--- src/include/io_cfg.svh ---
// Register map and widths of the I/O subsystem; addresses are byte offsets decoded at full 32 bits
`ifndef IO_CFG_SVH
`define IO_CFG_SVH

`define IO_ADDR_RED_LED       32'd0    // Red LED bank
`define IO_ADDR_GREEN_LED     32'd4    // Green LED bank
`define IO_ADDR_HEX0          32'd8    // Seven-segment digits, one word each
`define IO_ADDR_HEX1          32'd12
`define IO_ADDR_HEX2          32'd16
`define IO_ADDR_HEX3          32'd20
`define IO_ADDR_UART_STATUS   32'd24   // Read only
`define IO_ADDR_UART_DATA     32'd28   // Write sends, read takes rx byte

`define IO_RED_WIDTH          18
`define IO_GREEN_WIDTH        9
`define IO_HEX_WIDTH          7        // Segments a..g, no decimal point

`define IO_BAUD_DIVIDE_DEFAULT 217     // Clocks per bit, 115200 baud at 25 MHz

`define UART_STAT_TX_BUSY     0
`define UART_STAT_RX_VALID    1
`define UART_STAT_RX_OVERRUN  2
`endif
--- src/hw/io_pkg.sv ---
// Bus types shared by the I/O subsystem; target encoding is internal and may be renumbered freely
package io_pkg;

	typedef logic [31:0] io_addr_t;   // Byte address from the core
	typedef logic [31:0] io_data_t;   // Read and write data word

	// One value per mapped register, IO_NONE for anything else
	typedef enum logic [3:0]
	{
		IO_NONE        = 4'd0,
		IO_RED_LED     = 4'd1,
		IO_GREEN_LED   = 4'd2,
		IO_HEX0        = 4'd3,
		IO_HEX1        = 4'd4,
		IO_HEX2        = 4'd5,
		IO_HEX3        = 4'd6,
		IO_UART_STATUS = 4'd7,
		IO_UART_DATA   = 4'd8
	} io_target_e;

endpackage

--- src/hw/io_subsys_top.sv ---
// I/O subsystem top; uart_rx is asynchronous and synchronized inside, all else runs on clk
`include "io_cfg.svh"

module io_subsys_top #(
	parameter int BAUD_DIVIDE = `IO_BAUD_DIVIDE_DEFAULT
) (
	input  logic                       clk,
	input  logic                       arst_n,
	input  logic                       write_en,
	input  logic                       read_en,
	input  io_pkg::io_addr_t           addr,
	input  io_pkg::io_data_t           write_data,
	input  logic                       uart_rx,
	output io_pkg::io_data_t           read_data,
	output logic [`IO_RED_WIDTH-1:0]   red_led,
	output logic [`IO_GREEN_WIDTH-1:0] green_led,
	output logic [`IO_HEX_WIDTH-1:0]   hex0,
	output logic [`IO_HEX_WIDTH-1:0]   hex1,
	output logic [`IO_HEX_WIDTH-1:0]   hex2,
	output logic [`IO_HEX_WIDTH-1:0]   hex3,
	output logic                       uart_tx
);
	import io_pkg::*;

	logic       wr;              // Mapped write
	logic       rd;              // Mapped read
	io_target_e target;
	io_data_t   display_rdata;
	io_data_t   uart_rdata;

	io_bus_ctrl bus0 (
		.clk(clk), .arst_n(arst_n), .write_en(write_en), .read_en(read_en), .addr(addr),
		.display_rdata(display_rdata), .uart_rdata(uart_rdata),
		.wr(wr), .rd(rd), .target(target), .read_data(read_data));

	io_display_regs disp0 (
		.clk(clk), .arst_n(arst_n), .wr(wr), .target(target), .write_data(write_data),
		.display_rdata(display_rdata), .red_led(red_led), .green_led(green_led),
		.hex0(hex0), .hex1(hex1), .hex2(hex2), .hex3(hex3));

	io_uart #(.BAUD_DIVIDE(BAUD_DIVIDE)) uart0 (
		.clk(clk), .arst_n(arst_n), .wr(wr), .rd(rd), .target(target),
		.write_data(write_data), .uart_rx(uart_rx),
		.uart_rdata(uart_rdata), .uart_tx(uart_tx));
endmodule

--- src/hw/io_bus_ctrl.sv ---
// Address decode and read capture; strobes are single-cycle and never both high, read data lags one cycle
`include "io_cfg.svh"

module io_bus_ctrl (
	input  logic               clk,
	input  logic               arst_n,
	input  logic               write_en,
	input  logic               read_en,
	input  io_pkg::io_addr_t   addr,
	input  io_pkg::io_data_t   display_rdata,
	input  io_pkg::io_data_t   uart_rdata,
	output logic               wr,
	output logic               rd,
	output io_pkg::io_target_e target,
	output io_pkg::io_data_t   read_data
);
	import io_pkg::*;

	io_data_t rdata_sel;   // Value of the addressed register

	always_comb
	begin
		case (addr)   // Full compare, no aliasing
			`IO_ADDR_RED_LED: target = IO_RED_LED;
			`IO_ADDR_GREEN_LED: target = IO_GREEN_LED;
			`IO_ADDR_HEX0: target = IO_HEX0;
			`IO_ADDR_HEX1: target = IO_HEX1;
			`IO_ADDR_HEX2: target = IO_HEX2;
			`IO_ADDR_HEX3: target = IO_HEX3;
			`IO_ADDR_UART_STATUS: target = IO_UART_STATUS;
			`IO_ADDR_UART_DATA: target = IO_UART_DATA;
			default: target = IO_NONE;
		endcase
	end

	assign wr = write_en && target != IO_NONE;   // Unmapped writes vanish
	assign rd = read_en && target != IO_NONE;

	always_comb
	begin
		case (target)
			IO_RED_LED, IO_GREEN_LED, IO_HEX0, IO_HEX1, IO_HEX2, IO_HEX3:
				rdata_sel = display_rdata;
			IO_UART_STATUS, IO_UART_DATA: rdata_sel = uart_rdata;
			default: rdata_sel = '0;   // Unmapped reads return zero
		endcase
	end

	always_ff @(posedge clk or negedge arst_n)
	begin
		if (!arst_n)
			read_data <= '0;
		else if (read_en)
			read_data <= rdata_sel;   // Held until next read
	end
endmodule

--- src/hw/io_display_regs.sv ---
// LED and seven-segment registers; writes keep only the low bits of each field, reads zero-extend
`include "io_cfg.svh"

module io_display_regs (
	input  logic                       clk,
	input  logic                       arst_n,
	input  logic                       wr,
	input  io_pkg::io_target_e         target,
	input  io_pkg::io_data_t           write_data,
	output io_pkg::io_data_t           display_rdata,
	output logic [`IO_RED_WIDTH-1:0]   red_led,
	output logic [`IO_GREEN_WIDTH-1:0] green_led,
	output logic [`IO_HEX_WIDTH-1:0]   hex0,
	output logic [`IO_HEX_WIDTH-1:0]   hex1,
	output logic [`IO_HEX_WIDTH-1:0]   hex2,
	output logic [`IO_HEX_WIDTH-1:0]   hex3
);
	import io_pkg::*;

	always_ff @(posedge clk or negedge arst_n)
	begin
		if (!arst_n)
		begin
			red_led <= '0;   // All lamps off
			green_led <= '0;
			hex0 <= '0;
			hex1 <= '0;
			hex2 <= '0;
			hex3 <= '0;
		end
		else if (wr)
		begin
			case (target)
				IO_RED_LED: red_led <= write_data[`IO_RED_WIDTH-1:0];
				IO_GREEN_LED: green_led <= write_data[`IO_GREEN_WIDTH-1:0];
				IO_HEX0: hex0 <= write_data[`IO_HEX_WIDTH-1:0];
				IO_HEX1: hex1 <= write_data[`IO_HEX_WIDTH-1:0];
				IO_HEX2: hex2 <= write_data[`IO_HEX_WIDTH-1:0];
				IO_HEX3: hex3 <= write_data[`IO_HEX_WIDTH-1:0];
				default: ;   // UART or unmapped
			endcase
		end
	end

	always_comb
	begin
		case (target)
			IO_RED_LED: display_rdata = io_data_t'(red_led);
			IO_GREEN_LED: display_rdata = io_data_t'(green_led);
			IO_HEX0: display_rdata = io_data_t'(hex0);
			IO_HEX1: display_rdata = io_data_t'(hex1);
			IO_HEX2: display_rdata = io_data_t'(hex2);
			IO_HEX3: display_rdata = io_data_t'(hex3);
			default: display_rdata = '0;
		endcase
	end
endmodule

--- src/hw/io_uart.sv ---
// UART register pair; no back-pressure, software polls busy before writing the data register
`include "io_cfg.svh"

module io_uart #(
	parameter int BAUD_DIVIDE = `IO_BAUD_DIVIDE_DEFAULT
) (
	input  logic               clk,
	input  logic               arst_n,
	input  logic               wr,
	input  logic               rd,
	input  io_pkg::io_target_e target,
	input  io_pkg::io_data_t   write_data,
	input  logic               uart_rx,
	output io_pkg::io_data_t   uart_rdata,
	output logic               uart_tx
);
	import io_pkg::*;

	logic       tx_start;
	logic       tx_busy;
	logic       rx_strobe;
	logic [7:0] rx_byte;
	logic [7:0] rx_data;      // Last received byte
	logic       rx_valid;
	logic       rx_overrun;   // Byte lost before read
	io_data_t   status;

	assign tx_start = wr && target == IO_UART_DATA && !tx_busy;   // Dropped when busy

	uart_tx #(.BAUD_DIVIDE(BAUD_DIVIDE)) tx0 (
		.clk(clk), .arst_n(arst_n), .tx_start(tx_start), .tx_byte(write_data[7:0]),
		.tx_busy(tx_busy), .tx(uart_tx));

	uart_rx #(.BAUD_DIVIDE(BAUD_DIVIDE)) rx0 (
		.clk(clk), .arst_n(arst_n), .rx(uart_rx),
		.rx_strobe(rx_strobe), .rx_byte(rx_byte));

	always_ff @(posedge clk or negedge arst_n)
	begin
		if (!arst_n)
		begin
			rx_valid <= 1'b0;
			rx_overrun <= 1'b0;
		end
		else if (rx_strobe)
		begin
			rx_valid <= 1'b1;
			rx_overrun <= rx_valid && !(rd && target == IO_UART_DATA);   // Unread byte lost
		end
		else if (rd && target == IO_UART_DATA)
		begin
			rx_valid <= 1'b0;
			rx_overrun <= 1'b0;
		end
	end

	always_ff @(posedge clk)
	begin
		if (rx_strobe)
			rx_data <= rx_byte;   // Newest byte wins
	end

	always_comb
	begin
		status = '0;
		status[`UART_STAT_TX_BUSY] = tx_busy;
		status[`UART_STAT_RX_VALID] = rx_valid;
		status[`UART_STAT_RX_OVERRUN] = rx_overrun;
		case (target)
			IO_UART_STATUS: uart_rdata = status;
			IO_UART_DATA: uart_rdata = {24'd0, rx_data};
			default: uart_rdata = '0;   // Not ours
		endcase
	end
endmodule

--- src/hw/uart_rx.sv ---
// 8N1 receiver; BAUD_DIVIDE of 4 or more, framing errors drop the byte silently
module uart_rx #(
	parameter int BAUD_DIVIDE = 217
) (
	input  logic       clk,
	input  logic       arst_n,
	input  logic       rx,
	output logic       rx_strobe,
	output logic [7:0] rx_byte
);
	localparam int CNT_W = $clog2(BAUD_DIVIDE);
	localparam int HALF  = BAUD_DIVIDE / 2 - 1;   // Mid-bit offset from edge detect

	typedef enum logic [1:0] {RX_IDLE, RX_START, RX_DATA, RX_STOP} rx_state_e;

	rx_state_e        state;
	logic             rx_meta;    // First sync flop
	logic             rx_sync;    // Safe to use
	logic             rx_prev;    // For falling edge
	logic [CNT_W-1:0] cnt;
	logic [2:0]       bit_cnt;
	logic             bit_done;

	assign bit_done = cnt == CNT_W'(BAUD_DIVIDE - 1);

	always_ff @(posedge clk or negedge arst_n)
	begin
		if (!arst_n)
		begin
			rx_meta <= 1'b1;
			rx_sync <= 1'b1;
			rx_prev <= 1'b1;
			state <= RX_IDLE;
			cnt <= '0;
			bit_cnt <= '0;
			rx_strobe <= 1'b0;
		end
		else
		begin
			rx_meta <= rx;
			rx_sync <= rx_meta;
			rx_prev <= rx_sync;
			rx_strobe <= 1'b0;
			cnt <= cnt + 1'b1;
			case (state)
				RX_IDLE:
				begin
					cnt <= '0;
					if (rx_prev && !rx_sync)
						state <= RX_START;   // Falling edge, maybe a start bit
				end
				RX_START:
					if (cnt == CNT_W'(HALF))
					begin
						cnt <= '0;
						bit_cnt <= '0;
						state <= rx_sync ? RX_IDLE : RX_DATA;   // Glitch if high again
					end
				RX_DATA:
					if (bit_done)
					begin
						cnt <= '0;
						bit_cnt <= bit_cnt + 3'd1;
						if (bit_cnt == 3'd7)
							state <= RX_STOP;
					end
				default:   // RX_STOP, sampled mid-bit
					if (bit_done)
					begin
						rx_strobe <= rx_sync;   // Only a high stop bit counts
						state <= RX_IDLE;
					end
			endcase
		end
	end

	always_ff @(posedge clk)
	begin
		if (state == RX_DATA && bit_done)
			rx_byte <= {rx_sync, rx_byte[7:1]};   // LSB arrives first
	end
endmodule

--- src/hw/uart_tx.sv ---
// 8N1 serializer; BAUD_DIVIDE must be at least 2 and tx_start is ignored while busy
module uart_tx #(
	parameter int BAUD_DIVIDE = 217
) (
	input  logic       clk,
	input  logic       arst_n,
	input  logic       tx_start,
	input  logic [7:0] tx_byte,
	output logic       tx_busy,
	output logic       tx
);
	localparam int CNT_W = $clog2(BAUD_DIVIDE);

	logic [CNT_W-1:0] baud_cnt;   // Clocks into current bit
	logic [3:0]       bit_cnt;    // 0 is start bit, 9 is stop bit
	logic [8:0]       shift_q;    // Remaining data bits plus stop
	logic             bit_done;

	assign bit_done = baud_cnt == CNT_W'(BAUD_DIVIDE - 1);

	always_ff @(posedge clk or negedge arst_n)
	begin
		if (!arst_n)
		begin
			tx_busy <= 1'b0;
			tx <= 1'b1;   // Line idles high
			baud_cnt <= '0;
			bit_cnt <= '0;
		end
		else if (!tx_busy)
		begin
			if (tx_start)
			begin
				tx_busy <= 1'b1;
				tx <= 1'b0;   // Start bit
				baud_cnt <= '0;
				bit_cnt <= '0;
			end
		end
		else if (bit_done)
		begin
			baud_cnt <= '0;
			if (bit_cnt == 4'd9)
				tx_busy <= 1'b0;   // Stop bit done, tx already high
			else
			begin
				tx <= shift_q[0];   // LSB first, stop bit last
				bit_cnt <= bit_cnt + 4'd1;
			end
		end
		else
			baud_cnt <= baud_cnt + 1'b1;
	end

	always_ff @(posedge clk)
	begin
		if (!tx_busy && tx_start)
			shift_q <= {1'b1, tx_byte};   // Stop bit above data
		else if (tx_busy && bit_done)
			shift_q <= {1'b1, shift_q[8:1]};
	end
endmodule

--- config.mk ---
export PLATFORM = sky130hd
export DESIGN_NAME = io_subsys_top
export DESIGN_NICKNAME = d
export VERILOG_FILES = /design/src/hw/io_pkg.sv /design/src/hw/io_subsys_top.sv /design/src/hw/io_bus_ctrl.sv /design/src/hw/io_display_regs.sv /design/src/hw/io_uart.sv /design/src/hw/uart_rx.sv /design/src/hw/uart_tx.sv
export VERILOG_INCLUDE_DIRS = /design/src /design/src/include
export SDC_FILE = /design/constraint.sdc
export NUM_CORES = 1
export LEC_CHECK = 0
export BUFFER_PORTS_ARGS = -buffer_cell sky130_fd_sc_hd__buf_2
export CORE_MARGIN = 2
export CORE_UTILIZATION = 53
export CTS_BUF_LIST = sky130_fd_sc_hd__clkbuf_4 sky130_fd_sc_hd__clkbuf_8 sky130_fd_sc_hd__clkbuf_16
export DETAILED_ROUTE_END_ITERATION = 8
export PLACE_DENSITY = 0.88
export SKIP_LAST_GASP = 1
export SYNTH_ARGS = -nofsm -noshare
export SYNTH_HDL_FRONTEND = slang
export SYNTH_SLANG_ARGS = --single-unit
export TNS_END_PERCENT = 20
--- constraint.sdc ---
create_clock -name clk -period 2.6 [get_ports clk]
set_input_delay 0.26 -clock clk [delete_from_list [all_inputs] [get_ports clk]]
set_output_delay 0.26 -clock clk [all_outputs]
set_load 0.01 [all_outputs]
### After elaboration in Yosys (flattened, before gate mapping)

Memory sizes are Yosys's and may differ from the RTL's.
Cells that the tools add are included.

| operators by class | value |
|---|---|
| $add $sub $neg | 4 |
| equality and inequality tests | 21 |
| reduce and logical (&&, ||, !) cells | 33 |
| muxes and demuxes | 39 |

Operators by type and width:

| operator | count |
|---|---|
| 18-bit one-hot mux with 6 select lines | 1 |
| 32-bit one-hot mux with 2 select lines | 1 |
| 8-bit two-way mux | 7 |
| 27-bit logical NOT | 1 |
| 8-bit one-hot mux with 3 select lines | 1 |
| 4-bit two-way mux | 5 |
| 8-bit by 1-bit adder with 8-bit output (second input constant) | 2 |
| 4-bit by 3-bit equality test with 1-bit output (second input constant) | 4 |
| 8-bit equality test (second input constant) | 2 |
| 8-bit one-hot mux with 2 select lines | 1 |
| 1-bit two-way mux | 13 |
| 2-bit two-way mux | 6 |
| 2-bit AND reduction | 6 |
| 1-bit logical AND | 10 |
| 2-bit != test (second input constant) | 5 |
| 4-bit by 2-bit equality test with 1-bit output (second input constant) | 2 |
| 4-bit equality test (second input constant) | 2 |
| 8-bit by 7-bit equality test with 1-bit output (second input constant) | 1 |
| 2-bit nonzero test | 4 |
| 3-bit two-way mux | 2 |
| 2-bit one-hot mux with 3 select lines | 1 |
| 3-bit one-hot mux with 2 select lines | 1 |
| 3-bit AND reduction | 2 |
| 6-bit OR reduction | 1 |
| 14 further kinds | 16 |

| word-level totals | value |
|---|---|
| memories kept | 1 |
| bits in registers | 144 |
| word-level logic and storage cells | 121 |
| memory bits (read-only) | 128 |

Memory list:

| memory | words | width | rd ports | clocked after Yosys merged registers in | wr ports | RTL line | text |
|---|---|---|---|---|---|---|---|
| (name not given) | 32 | 4 | 1 | 0 | 0 | io_bus_ctrl.sv:23 | `case (addr)` |

### Longest topological paths before layout

Gate-level depths: netlist of run 1.

| depth | value |
|---|---|
| depth after elaboration | 8 |
| depth in mapped cells | 8 |
| mapped depth without buffers | 7 |

### Modules after synthesis

From an unflattened synthesis of run 1, not the netlist that was laid out.

| second synthesis, totals | value |
|---|---|
| cells, all modules | 623 |
| area, all modules | 7618.6 um2 |

Modules (own cells, without submodules):

| module | area each (um2) | cells an instance | seq. area each (um2) | instances |
|---|---|---|---|---|
| io_display_regs | 2854.0 | 208 | 1376.3 | 1 |
| io_bus_ctrl | 1846.8 | 169 | 800.8 | 1 |
| uart_tx | 1173.6 | 106 | 591.8 | 1 |
| uart_rx | 1129.8 | 88 | 669.4 | 1 |
| io_uart | 614.3 | 52 | 290.3 | 1 |

### Worst setup path before layout of run 1

No wires, ideal clock.

| path | value |
|---|---|
| path kind | input port to flip-flop |
| start point | input addr[25] |
| end point | register uart0.tx0.shift_q[0], enable pin |
| slack | 0.403 ns |
| setup time | 0.370 ns |
| arrival time | 1.827 ns |
| required time | 2.230 ns |
| path buffers | 0 |
| stages | 5 |
| path through | nor4_1 > nand4_1 > nor4_2 > nor2_1 > nor2_1 |

| on the way | value |
|---|---|
| longest elaborated chain between the ends | 8 |
| elaborated cells between the ends (all ways) | 9 |

Ends and longest elaborated chain:

| what | RTL line | text |
|---|---|---|
| from (decl) | io_subsys_top.sv:11 | `input io_pkg::io_addr_t addr,` |
| 27-bit logical NOT * | io_bus_ctrl.sv:23 |  |
| 4-bit two-way mux * | io_bus_ctrl.sv:23 |  |
| 4-bit nonzero test | io_bus_ctrl.sv:36 | `assign wr = write_en && target != IO_NONE;` |
| 1-bit logical AND | io_bus_ctrl.sv:36 |  |
| 1-bit logical AND * (2 in series) | io_uart.sv:28 | `assign tx_start = wr && target == IO_UART_DATA && !tx_busy;` |
| 1-bit logical AND * | uart_tx.sv:57 | `if (!tx_busy && tx_start)` |
| 2-bit nonzero test (no line) * | -- |  |
| to (signal assigned) | uart_tx.sv:58 | `shift_q <= {1'b1, tx_byte};` |
| to (signal assigned) | uart_tx.sv:60 | `shift_q <= {1'b1, shift_q[8:1]};` |
| to (decl) | uart_tx.sv:16 | `logic [8:0] shift_q;` |

Mark *: on every way between the ends. The rest lies on a longest branch, timed or not.
A chain may end at the register's enable or synchronous reset.

### Worst setup path after layout of run 1

| path | value |
|---|---|
| start point | register uart0.rx0.cnt[0] |
| end point | register uart0.rx0.bit_cnt[1] |

| on the way | value |
|---|---|
| longest elaborated chain between the ends | 3 |
| elaborated cells between the ends (all ways) | 5 |

Ends and longest elaborated chain:

| what | RTL line | text |
|---|---|---|
| from (decl) | uart_rx.sv:20 | `logic [CNT_W-1:0] cnt;` |
| from (signal assigned) | uart_rx.sv:44 | `cnt <= cnt + 1'b1;` |
| 8-bit by 7-bit equality test with 1-bit output or 8-bit equality test (tied branches) | uart_rx.sv:53, uart_rx.sv:24 |  |
| 2-bit != test (no line) | -- |  |
| 3-bit AND reduction (no line) * | -- |  |
| to (signal assigned) | uart_rx.sv:63 | `bit_cnt <= bit_cnt + 3'd1;` |
| to (decl) | uart_rx.sv:21 | `logic [2:0] bit_cnt;` |

Marked as above.

==> results.json, run 1 <==
{
  "status": "completed",
  "p_int_mw": 3.85,
  "clockBufferDepth": 2,
  "post-place-ws_ns": 0.260,
  "ys.warnings.count": 0,
  "fin_crit_ns": 2.39,
  "place_congestion": 0.847,
  "synthFlopType": "dfrtp_1",
  "drv_cap": 0,
  "cp.arrival_ns": 2.79,
  "ios": 157,
  "clk_pin_slew_worst_paths_ns": 0.06,
  "synth_area_um2": 5910,
  "drv_slew": 0,
  "layout-drive-gt1-share_pct": 39.7,
  "clkSinkCount": 130,
  "dr.pass1.iters": 5,
  "cts.repair.resized": 0,
  "rsz0062_at_grt": "no",
  "antenna_left": 0,
  "first_iter_violations": 450,
  "area_delta_synth_final_pct": 27.6,
  "p_switching_mw": 1.10,
  "grt_use_met2_pct": 48.1,
  "worst_slack_ns": 0.211,
  "synth.avg_cell_area_um2": 12.7,
  "netlist_instances": 466,
  "peakVddDrop_mv": 0.562,
  "drc": 0,
  "slew_headroom_pct": 52.2,
  "seq_power_share_pct": 42.2,
  "wl_per_cell_um": 22.0,
  "ys_ff_latch": 130,
  "insertion_delay_ns": 0.53,
  "power.density_nw_per_um2": 656,
  "final.period_utilization_pct": 91.9,
  "r2r-end": "uart0.rx0.bit_cnt[1]",
  "critical_path_class": "reg -> reg",
  "row_count": 38,
  "fin_skew_ns": 0.00876,
  "layout_common_cells": "127 x buf_2, 102 x dfrtp_1, 60 x mux2_2",
  "use_met1_pct": 35.0,
  "min_path_type": "in -> reg",
  "synth_cell_types": 60,
  "final_common_cell": "buf_2",
  "power_switching_share_pct": 22.2,
  "ctsRootBufferMaster": "clkbuf_8",
  "start_util_pct": 54.5,
  "htreeDepth": 4,
  "worstPathMaxFanout": 6,
  "tritoncts": "built",
  "grt_pass1_vias": 4808,
  "p_comb_share_pct": 4.2,
  "coreArea_um2": 10800,
  "die_area_um2": 12000,
  "port-buffer-count": 128,
  "wl_mm": 17.1,
  "rr_worst_depth": 7,
  "grt_start_max_net_pins": 70,
  "power_frac_clock_pct": 53.7,
  "tightest_slew_ns": 0.715,
  "setup_violations": 0,
  "die_w_um": 110,
  "reg2reg_slack_ns": 0.21,
  "fin_nets": 702,
  "hold_violations": 0,
  "grt-busiest-layer": "met2",
  "power.leakage_nw": 3.78,
  "yosysSeqAreaShare_pct": 57.1,
  "r2r-start": "uart0.rx0.cnt[0]",
  "cts_buffers": 17,
  "antenna_found_initial": 0,
  "use_met3_pct": 9.01,
  "routed-via-count": 4806,
  "startpoint": "uart0.rx0.cnt[0]",
  "synth-edff-count": 24,
  "start_kind": "flip-flop",
  "n_antenna_cell": 0,
  "via_per_inst": 6.18,
  "endpoint": "uart0.rx0.bit_cnt[1]",
  "required_ns": 3.01,
  "cp-end-kind": "flip-flop",
  "timing.fmax_mhz": 419,
  "async_flop_share_pct": 81.5,
  "grt_pass1_wl_mm": 25.4,
  "fin_setup_tns_ns": 0,
  "fp.dieH_um": 110,
  "hpwl_mm": 10.9,
  "grt-ovfl-total": 0,
  "track_usage_pct": 28.9
}
-- cells in the mapped netlist (2+ instances only) --
master	n	share of area, %
a311oi_1	2	0.30
clkbuf_1	12	0.76
mux2_2	60	11
nor3_1	10	0.85
and3b_1	2	0.30
ha_1	8	1.7
o22ai_1	5	0.53
and2_1	3	0.32
a32oi_1	3	0.44
inv_1	11	0.70
nor2_1	21	1.3
nor2b_1	4	0.42
buf_2	4	0.34
a211oi_1	2	0.25
edfxtp_1	24	12
nor4_1	7	0.74
or2_2	2	0.21
and3_1	11	1.2
xnor2_1	2	0.30
o21ai_0	10	0.85
a22o_1	19	2.8
a221oi_1	3	0.44
nor3b_1	5	0.63
a31oi_1	2	0.21
a21oi_1	10	0.85
mux2_1	10	1.9
buf_1	2	0.13
a211o_1	2	0.30
buf_4	14	1.8
dfrtp_1	102	43
a32o_1	2	0.34
nand3_1	20	1.7
nand2_1	17	1.1
nand4_1	4	0.42
a21o_1	4	0.51
mux2i_1	7	1.2
dfstp_2	4	1.8
xor2_1	6	0.89
a22oi_1	9	1.1
-- flip-flops by register name (all words and copies together), names as in the netlist, 2 cells and up --
signal,count
disp0.hex3,7
disp0.hex2,7
uart0.tx0.shift_q,8
uart0.tx0.baud_cnt,8
uart0.rx0.bit_cnt,3
disp0.hex1,7
uart0.tx0.bit_cnt,4
uart0.rx0.rx_byte,8
bus0.read_data,18
disp0.red_led,18
uart0.rx0.cnt,8
uart0.rx0.state,2
disp0.green_led,9
uart0.rx_data,8
disp0.hex0,7
-- what timing repair did --
item                                    CTS  global route
endpoints found under the hold margin    48             0
endpoints found under the setup margin    0             0
buffers inserted                          0             0
hold buffers                             12             0
-- worst min-delay path by stage --
stage / slack [ns] / cells after the start / start / endpoint
after CTS: 0.008 / 2 / write_data[7] / disp0.red_led[7]
after global placement: 0.25 / 1 / arst_n / bus0.read_data[10]
final: 0.02 / 2 / write_data[7] / disp0.red_led[7]
after floorplan: -0.04 / 0 / arst_n / bus0.read_data[0]
after global routing: 0.02 / 2 / write_data[7] / disp0.green_led[7]
after detailed placement: 0.26 / 1 / arst_n / bus0.read_data[13]
-- through the flow --
stage	instance area, µm²	utilization, %	hold slack [ns]	power (mW)	cells
2_1_floorplan	5960	-	-0.0356	2.21	479
3_3_place_gp	6750	62.3	0.248	2.30	734
3_5_place_dp	6750	62.3	0.256	2.31	734
4_1_cts	7540	69.6	0.00849	4.95	778
5_1_grt	7540	69.6	0.0176	5.06	778
6_report	7540	69.6	0.0248	4.95	778
-- cells by family (layout without fill, tap and decap cells) --
group | after synthesis | count (layout) | synth area share [%]
AO/OA/AOI/OAI | 76 | 76 | 9.40
flip-flops | 130 | 130 | 57.1
adder cells (fa/ha/maj) | 8 | 8 | 1.69
other | 1 | 14 | 0.0634
AND/OR/NAND/NOR | 120 | 120 | 11.7
XOR/XNOR | 8 | 8 | 1.18
buffers and inverters | 45 | 204 | 3.96
multiplexers | 78 | 78 | 14.9
-- worst max-delay path, stage by stage (launching register included) --
cell     delay (ns)
dfrtp_1        0.44
inv_1          0.09
ha_1           0.16
nand3_1        0.08
nor3b_1        0.43
nor2b_1        0.43
mux2_2         0.39
a22o_1         0.24
-- per-layer routing --
layer | share of wire (%) | up-vias
li1 | - | 2038
met1 | 37 | 2371
met2 | 50 | 331
met3 | 9.4 | 66
met4 | 3.4 | 0
met5 | 0 | -
-- power by group through the flow --
stage / Clock (mW) / Sequential (mW) / Combinational, mW
after floorplan: 0 / 2.12 / 0.0856
after global placement: 0 / 2.12 / 0.174
after detailed placement: 0 / 2.12 / 0.182
after CTS: 2.67 / 2.09 / 0.201
after global routing: 2.75 / 2.09 / 0.222
final: 2.66 / 2.09 / 0.205
-- cell type report --
| cell class | count | area, µm² |
|---|---|---|
| fill | 692 | 3300 |
| sequential | 130 | 3380 |
| clock inverter | 11 | 156 |
| inverter | 12 | 45.0 |
| multi-input combinational | 304 | 2350 |
| tap | 140 | 175 |
| timing repair buffer | 160 | 926 |
| clock buffer | 21 | 514 |
Power figures use the tool's default switching activity.
==> run 2, diff against run 1 <==
--- a/config.mk
+++ b/config.mk
@@ -6,12 +6,13 @@
 export SDC_FILE = /design/constraint.sdc
 export NUM_CORES = 1
 export LEC_CHECK = 0
+export ABC_AREA = 1
 export BUFFER_PORTS_ARGS = -buffer_cell sky130_fd_sc_hd__buf_2
 export CORE_MARGIN = 2
-export CORE_UTILIZATION = 53
+export CORE_UTILIZATION = 54
 export CTS_BUF_LIST = sky130_fd_sc_hd__clkbuf_4 sky130_fd_sc_hd__clkbuf_8 sky130_fd_sc_hd__clkbuf_16
 export DETAILED_ROUTE_END_ITERATION = 8
-export PLACE_DENSITY = 0.88
+export PLACE_DENSITY = 0.89
 export SKIP_LAST_GASP = 1
 export SYNTH_ARGS = -nofsm -noshare
 export SYNTH_HDL_FRONTEND = slang
==> run 2 against run 1 <==
Compared with the run above:
- critical path depth is 3 higher
- die area rose by 4.3%
- cell area is 0.40% higher
- via count rose by 13%
==> results.json, run 2 <==
{
  "status": "completed",
  "wl_mm": 15.6,
  "fin_nets": 940,
  "synthAdderAreaFrac_pct": 1.59,
  "rsz0062_at_grt": "no",
  "track_usage_pct": 25.7,
  "port-buffer-count": 128,
  "antenna_found_initial": 0,
  "ys.warnings.count": 0,
  "peakVddDrop_mv": 0.479,
  "synth_area_leaders": "dfrtp_1 41%, nand2_1 13%, edfxtp_1 11%",
  "worstPathMaxFanout": 5,
  "htreeDepth": 4,
  "power.leakage_nw": 4.00,
  "synth_compound_area_share_pct": 9.40,
  "tightest_slew_ns": 0.744,
  "tritoncts": "built",
  "drv_cap": 0,
  "power.density_nw_per_um2": 630,
  "clockBufferDepth": 2,
  "grt-ovfl-total": 0,
  "first_iter_violations": 466,
  "dr.pass1.iters": 8,
  "ctsRootBufferMaster": "clkbuf_16",
  "setup_violations": 0,
  "ys_ff_latch": 130,
  "grt_use_met2_pct": 42.1,
  "netlist_instances": 727,
  "yosys.cell_count.top_type": "nand2_1",
  "synth.largest_area_cell": "dfrtp_1",
  "synth.avg_cell_area_um2": 8.66,
  "slew_headroom_pct": 50.4,
  "insertion_delay_ns": 0.43,
  "min_path_type": "in -> reg",
  "clk_pin_slew_worst_paths_ns": 0.06,
  "hpwl_mm": 10.9,
  "synthSimpleGateAreaFrac_pct": 25.5,
  "hold_violations": 0,
  "row_count": 39,
  "layout-drive-gt1-share_pct": 23.5,
  "synthFlopType": "dfrtp_1",
  "via_per_inst": 5.35,
  "reg_top3": "bus0.read_data x18, disp0.red_led x18, disp0.green_led x9",
  "drv_slew": 0,
  "clkSinkCount": 130,
  "place_congestion": 0.915,
  "layoutNonFillerInstCount": 1019,
  "start_util_pct": 55.1,
  "cts_buffers": 17,
  "synthMuxAreaShare_pct": 0.179,
  "use_met1_pct": 32.5,
  "start_kind": "flip-flop",
  "antenna_left": 0,
  "yosysSeqAreaShare_pct": 53.7,
  "fin_crit_ns": 1.87,
  "layout_common_cells": "211 x nand2_1, 127 x buf_2, 102 x dfrtp_1",
  "coreArea_um2": 11400,
  "use_met3_pct": 7.08,
  "cp-end-kind": "flip-flop",
  "synth_area_um2": 6290,
  "critical_path_class": "reg -> reg",
  "n_antenna_cell": 0,
  "final_common_cell": "nand2_1",
  "grt-busiest-layer": "met2",
  "cp.arrival_ns": 2.18,
  "timing.fmax_mhz": 535,
  "routed-via-count": 5452,
  "yosys-top-cells-count": "211 x nand2_1, 102 x dfrtp_1, 78 x inv_1, 58 x nor2_1, 50 x o21ai_0",
  "synth_cell_types": 43,
  "grt_pass1_wl_mm": 25.4,
  "final.period_utilization_pct": 71.8,
  "wl_per_cell_um": 15.3,
  "async_flop_share_pct": 81.5,
  "synth_top_family_by_area": "simple AND/OR/NAND/NOR gates",
  "fin_skew_ns": 0.0103,
  "ios": 157,
  "grt_pass1_vias": 5286,
  "finalPower_mw": 4.78,
  "fin_setup_tns_ns": 0,
  "drc": 0,
  "die_w_um": 112,
  "synth_top_area_share_pct": 40.6,
  "dp_cells": 985,
  "grt_start_max_net_pins": 54,
  "post_synth_xor_area_fraction_pct": 0.974,
  "die_area_um2": 12500,
  "required_ns": 2.91,
  "synth-edff-count": 24,
  "area_delta_synth_final_pct": 20.4,
  "fp.dieH_um": 112
}
## run 2: final cells by class
class / count / area (µm²)
clock inverters: 14 / 131
multi-input cells: 496 / 2420
clock buffers: 18 / 433
well taps: 143 / 179
repair buffers: 137 / 728
fillers: 880 / 3840
flip-flops and latches: 130 / 3380
inverters: 81 / 304
## run 2: per-stage QoR
step           setup WS [ns]  util [%]  area [µm²]  hold WS (ns)
3_5_place_dp           0.374      61.2        6990         0.225
2_1_floorplan          0.696         -        6340       -0.0356
5_1_grt                0.458      66.3        7570        0.0721
3_3_place_gp           0.415      61.2        6990         0.224
6_report               0.732      66.3        7570        0.0614
4_1_cts                0.728      66.3        7570        0.0573
## run 2: worst max-delay path, stage by stage (launching register included)
cell and delay [ns]:
dfrtp_1 0.38, inv_1 0.10, nand2_1 0.08, nor3_1 0.14, nand3_1 0.16, nand2_1 0.16, nand2_1 0.07, a21oi_1 0.32
inv_1 0.17, o21ai_0 0.11, a21oi_1 0.06
## run 2: logic make-up (layout without fill, tap and decap cells)
logic type,after synthesis,after routing
simple gates,365,365
flops,130,130
buf+inv,114,250
compound gates,101,101
fa+ha+maj,8,8
xor+xnor,7,7
other cells,1,14
mux,1,1
## run 2: path summary, 6_finish.rpt
check | from | end | slack [ns] | depth (start not counted)
min in group asynchronous | arst_n | uart0.rx0.cnt[5] | 0.31 | 2
worst min-delay path | write_data[9] | disp0.red_led[9] | 0.06 | 3
worst max register to register | uart0.rx0.cnt[2] | uart0.rx0.cnt[2] | 0.73 | 10
worst max-delay path | uart0.rx0.cnt[2] | uart0.rx0.cnt[2] | 0.73 | 10
worst min register to register | uart0.rx0.rx_meta | uart0.rx0.rx_sync | 0.36 | 0
max in group asynchronous | arst_n | disp0.hex1[4] | 1.63 | 3
## run 2: what timing repair did
action | in CTS | in global routing
hold buffers | 2 | 0
resized for setup | 0 | 0
endpoints found under the setup margin | 0 | 0
setup buffers | 0 | 0
endpoints found under the hold margin | 27 | 0
## run 2: power breakdown
group	internal (mW)	switching (mW)	total, mW
combinational	0.112	0.254	0.366
clock	1.33	0.929	2.26
sequential	2.11	0.0367	2.15
total	3.56	1.22	4.78
## run 2: routing by layer
metal  wire length (µm)  part of all wire, %
met1               6290                   40
met4                397                  2.6
met3               1360                  8.8
met2               7510                   48
met5                  0                    0
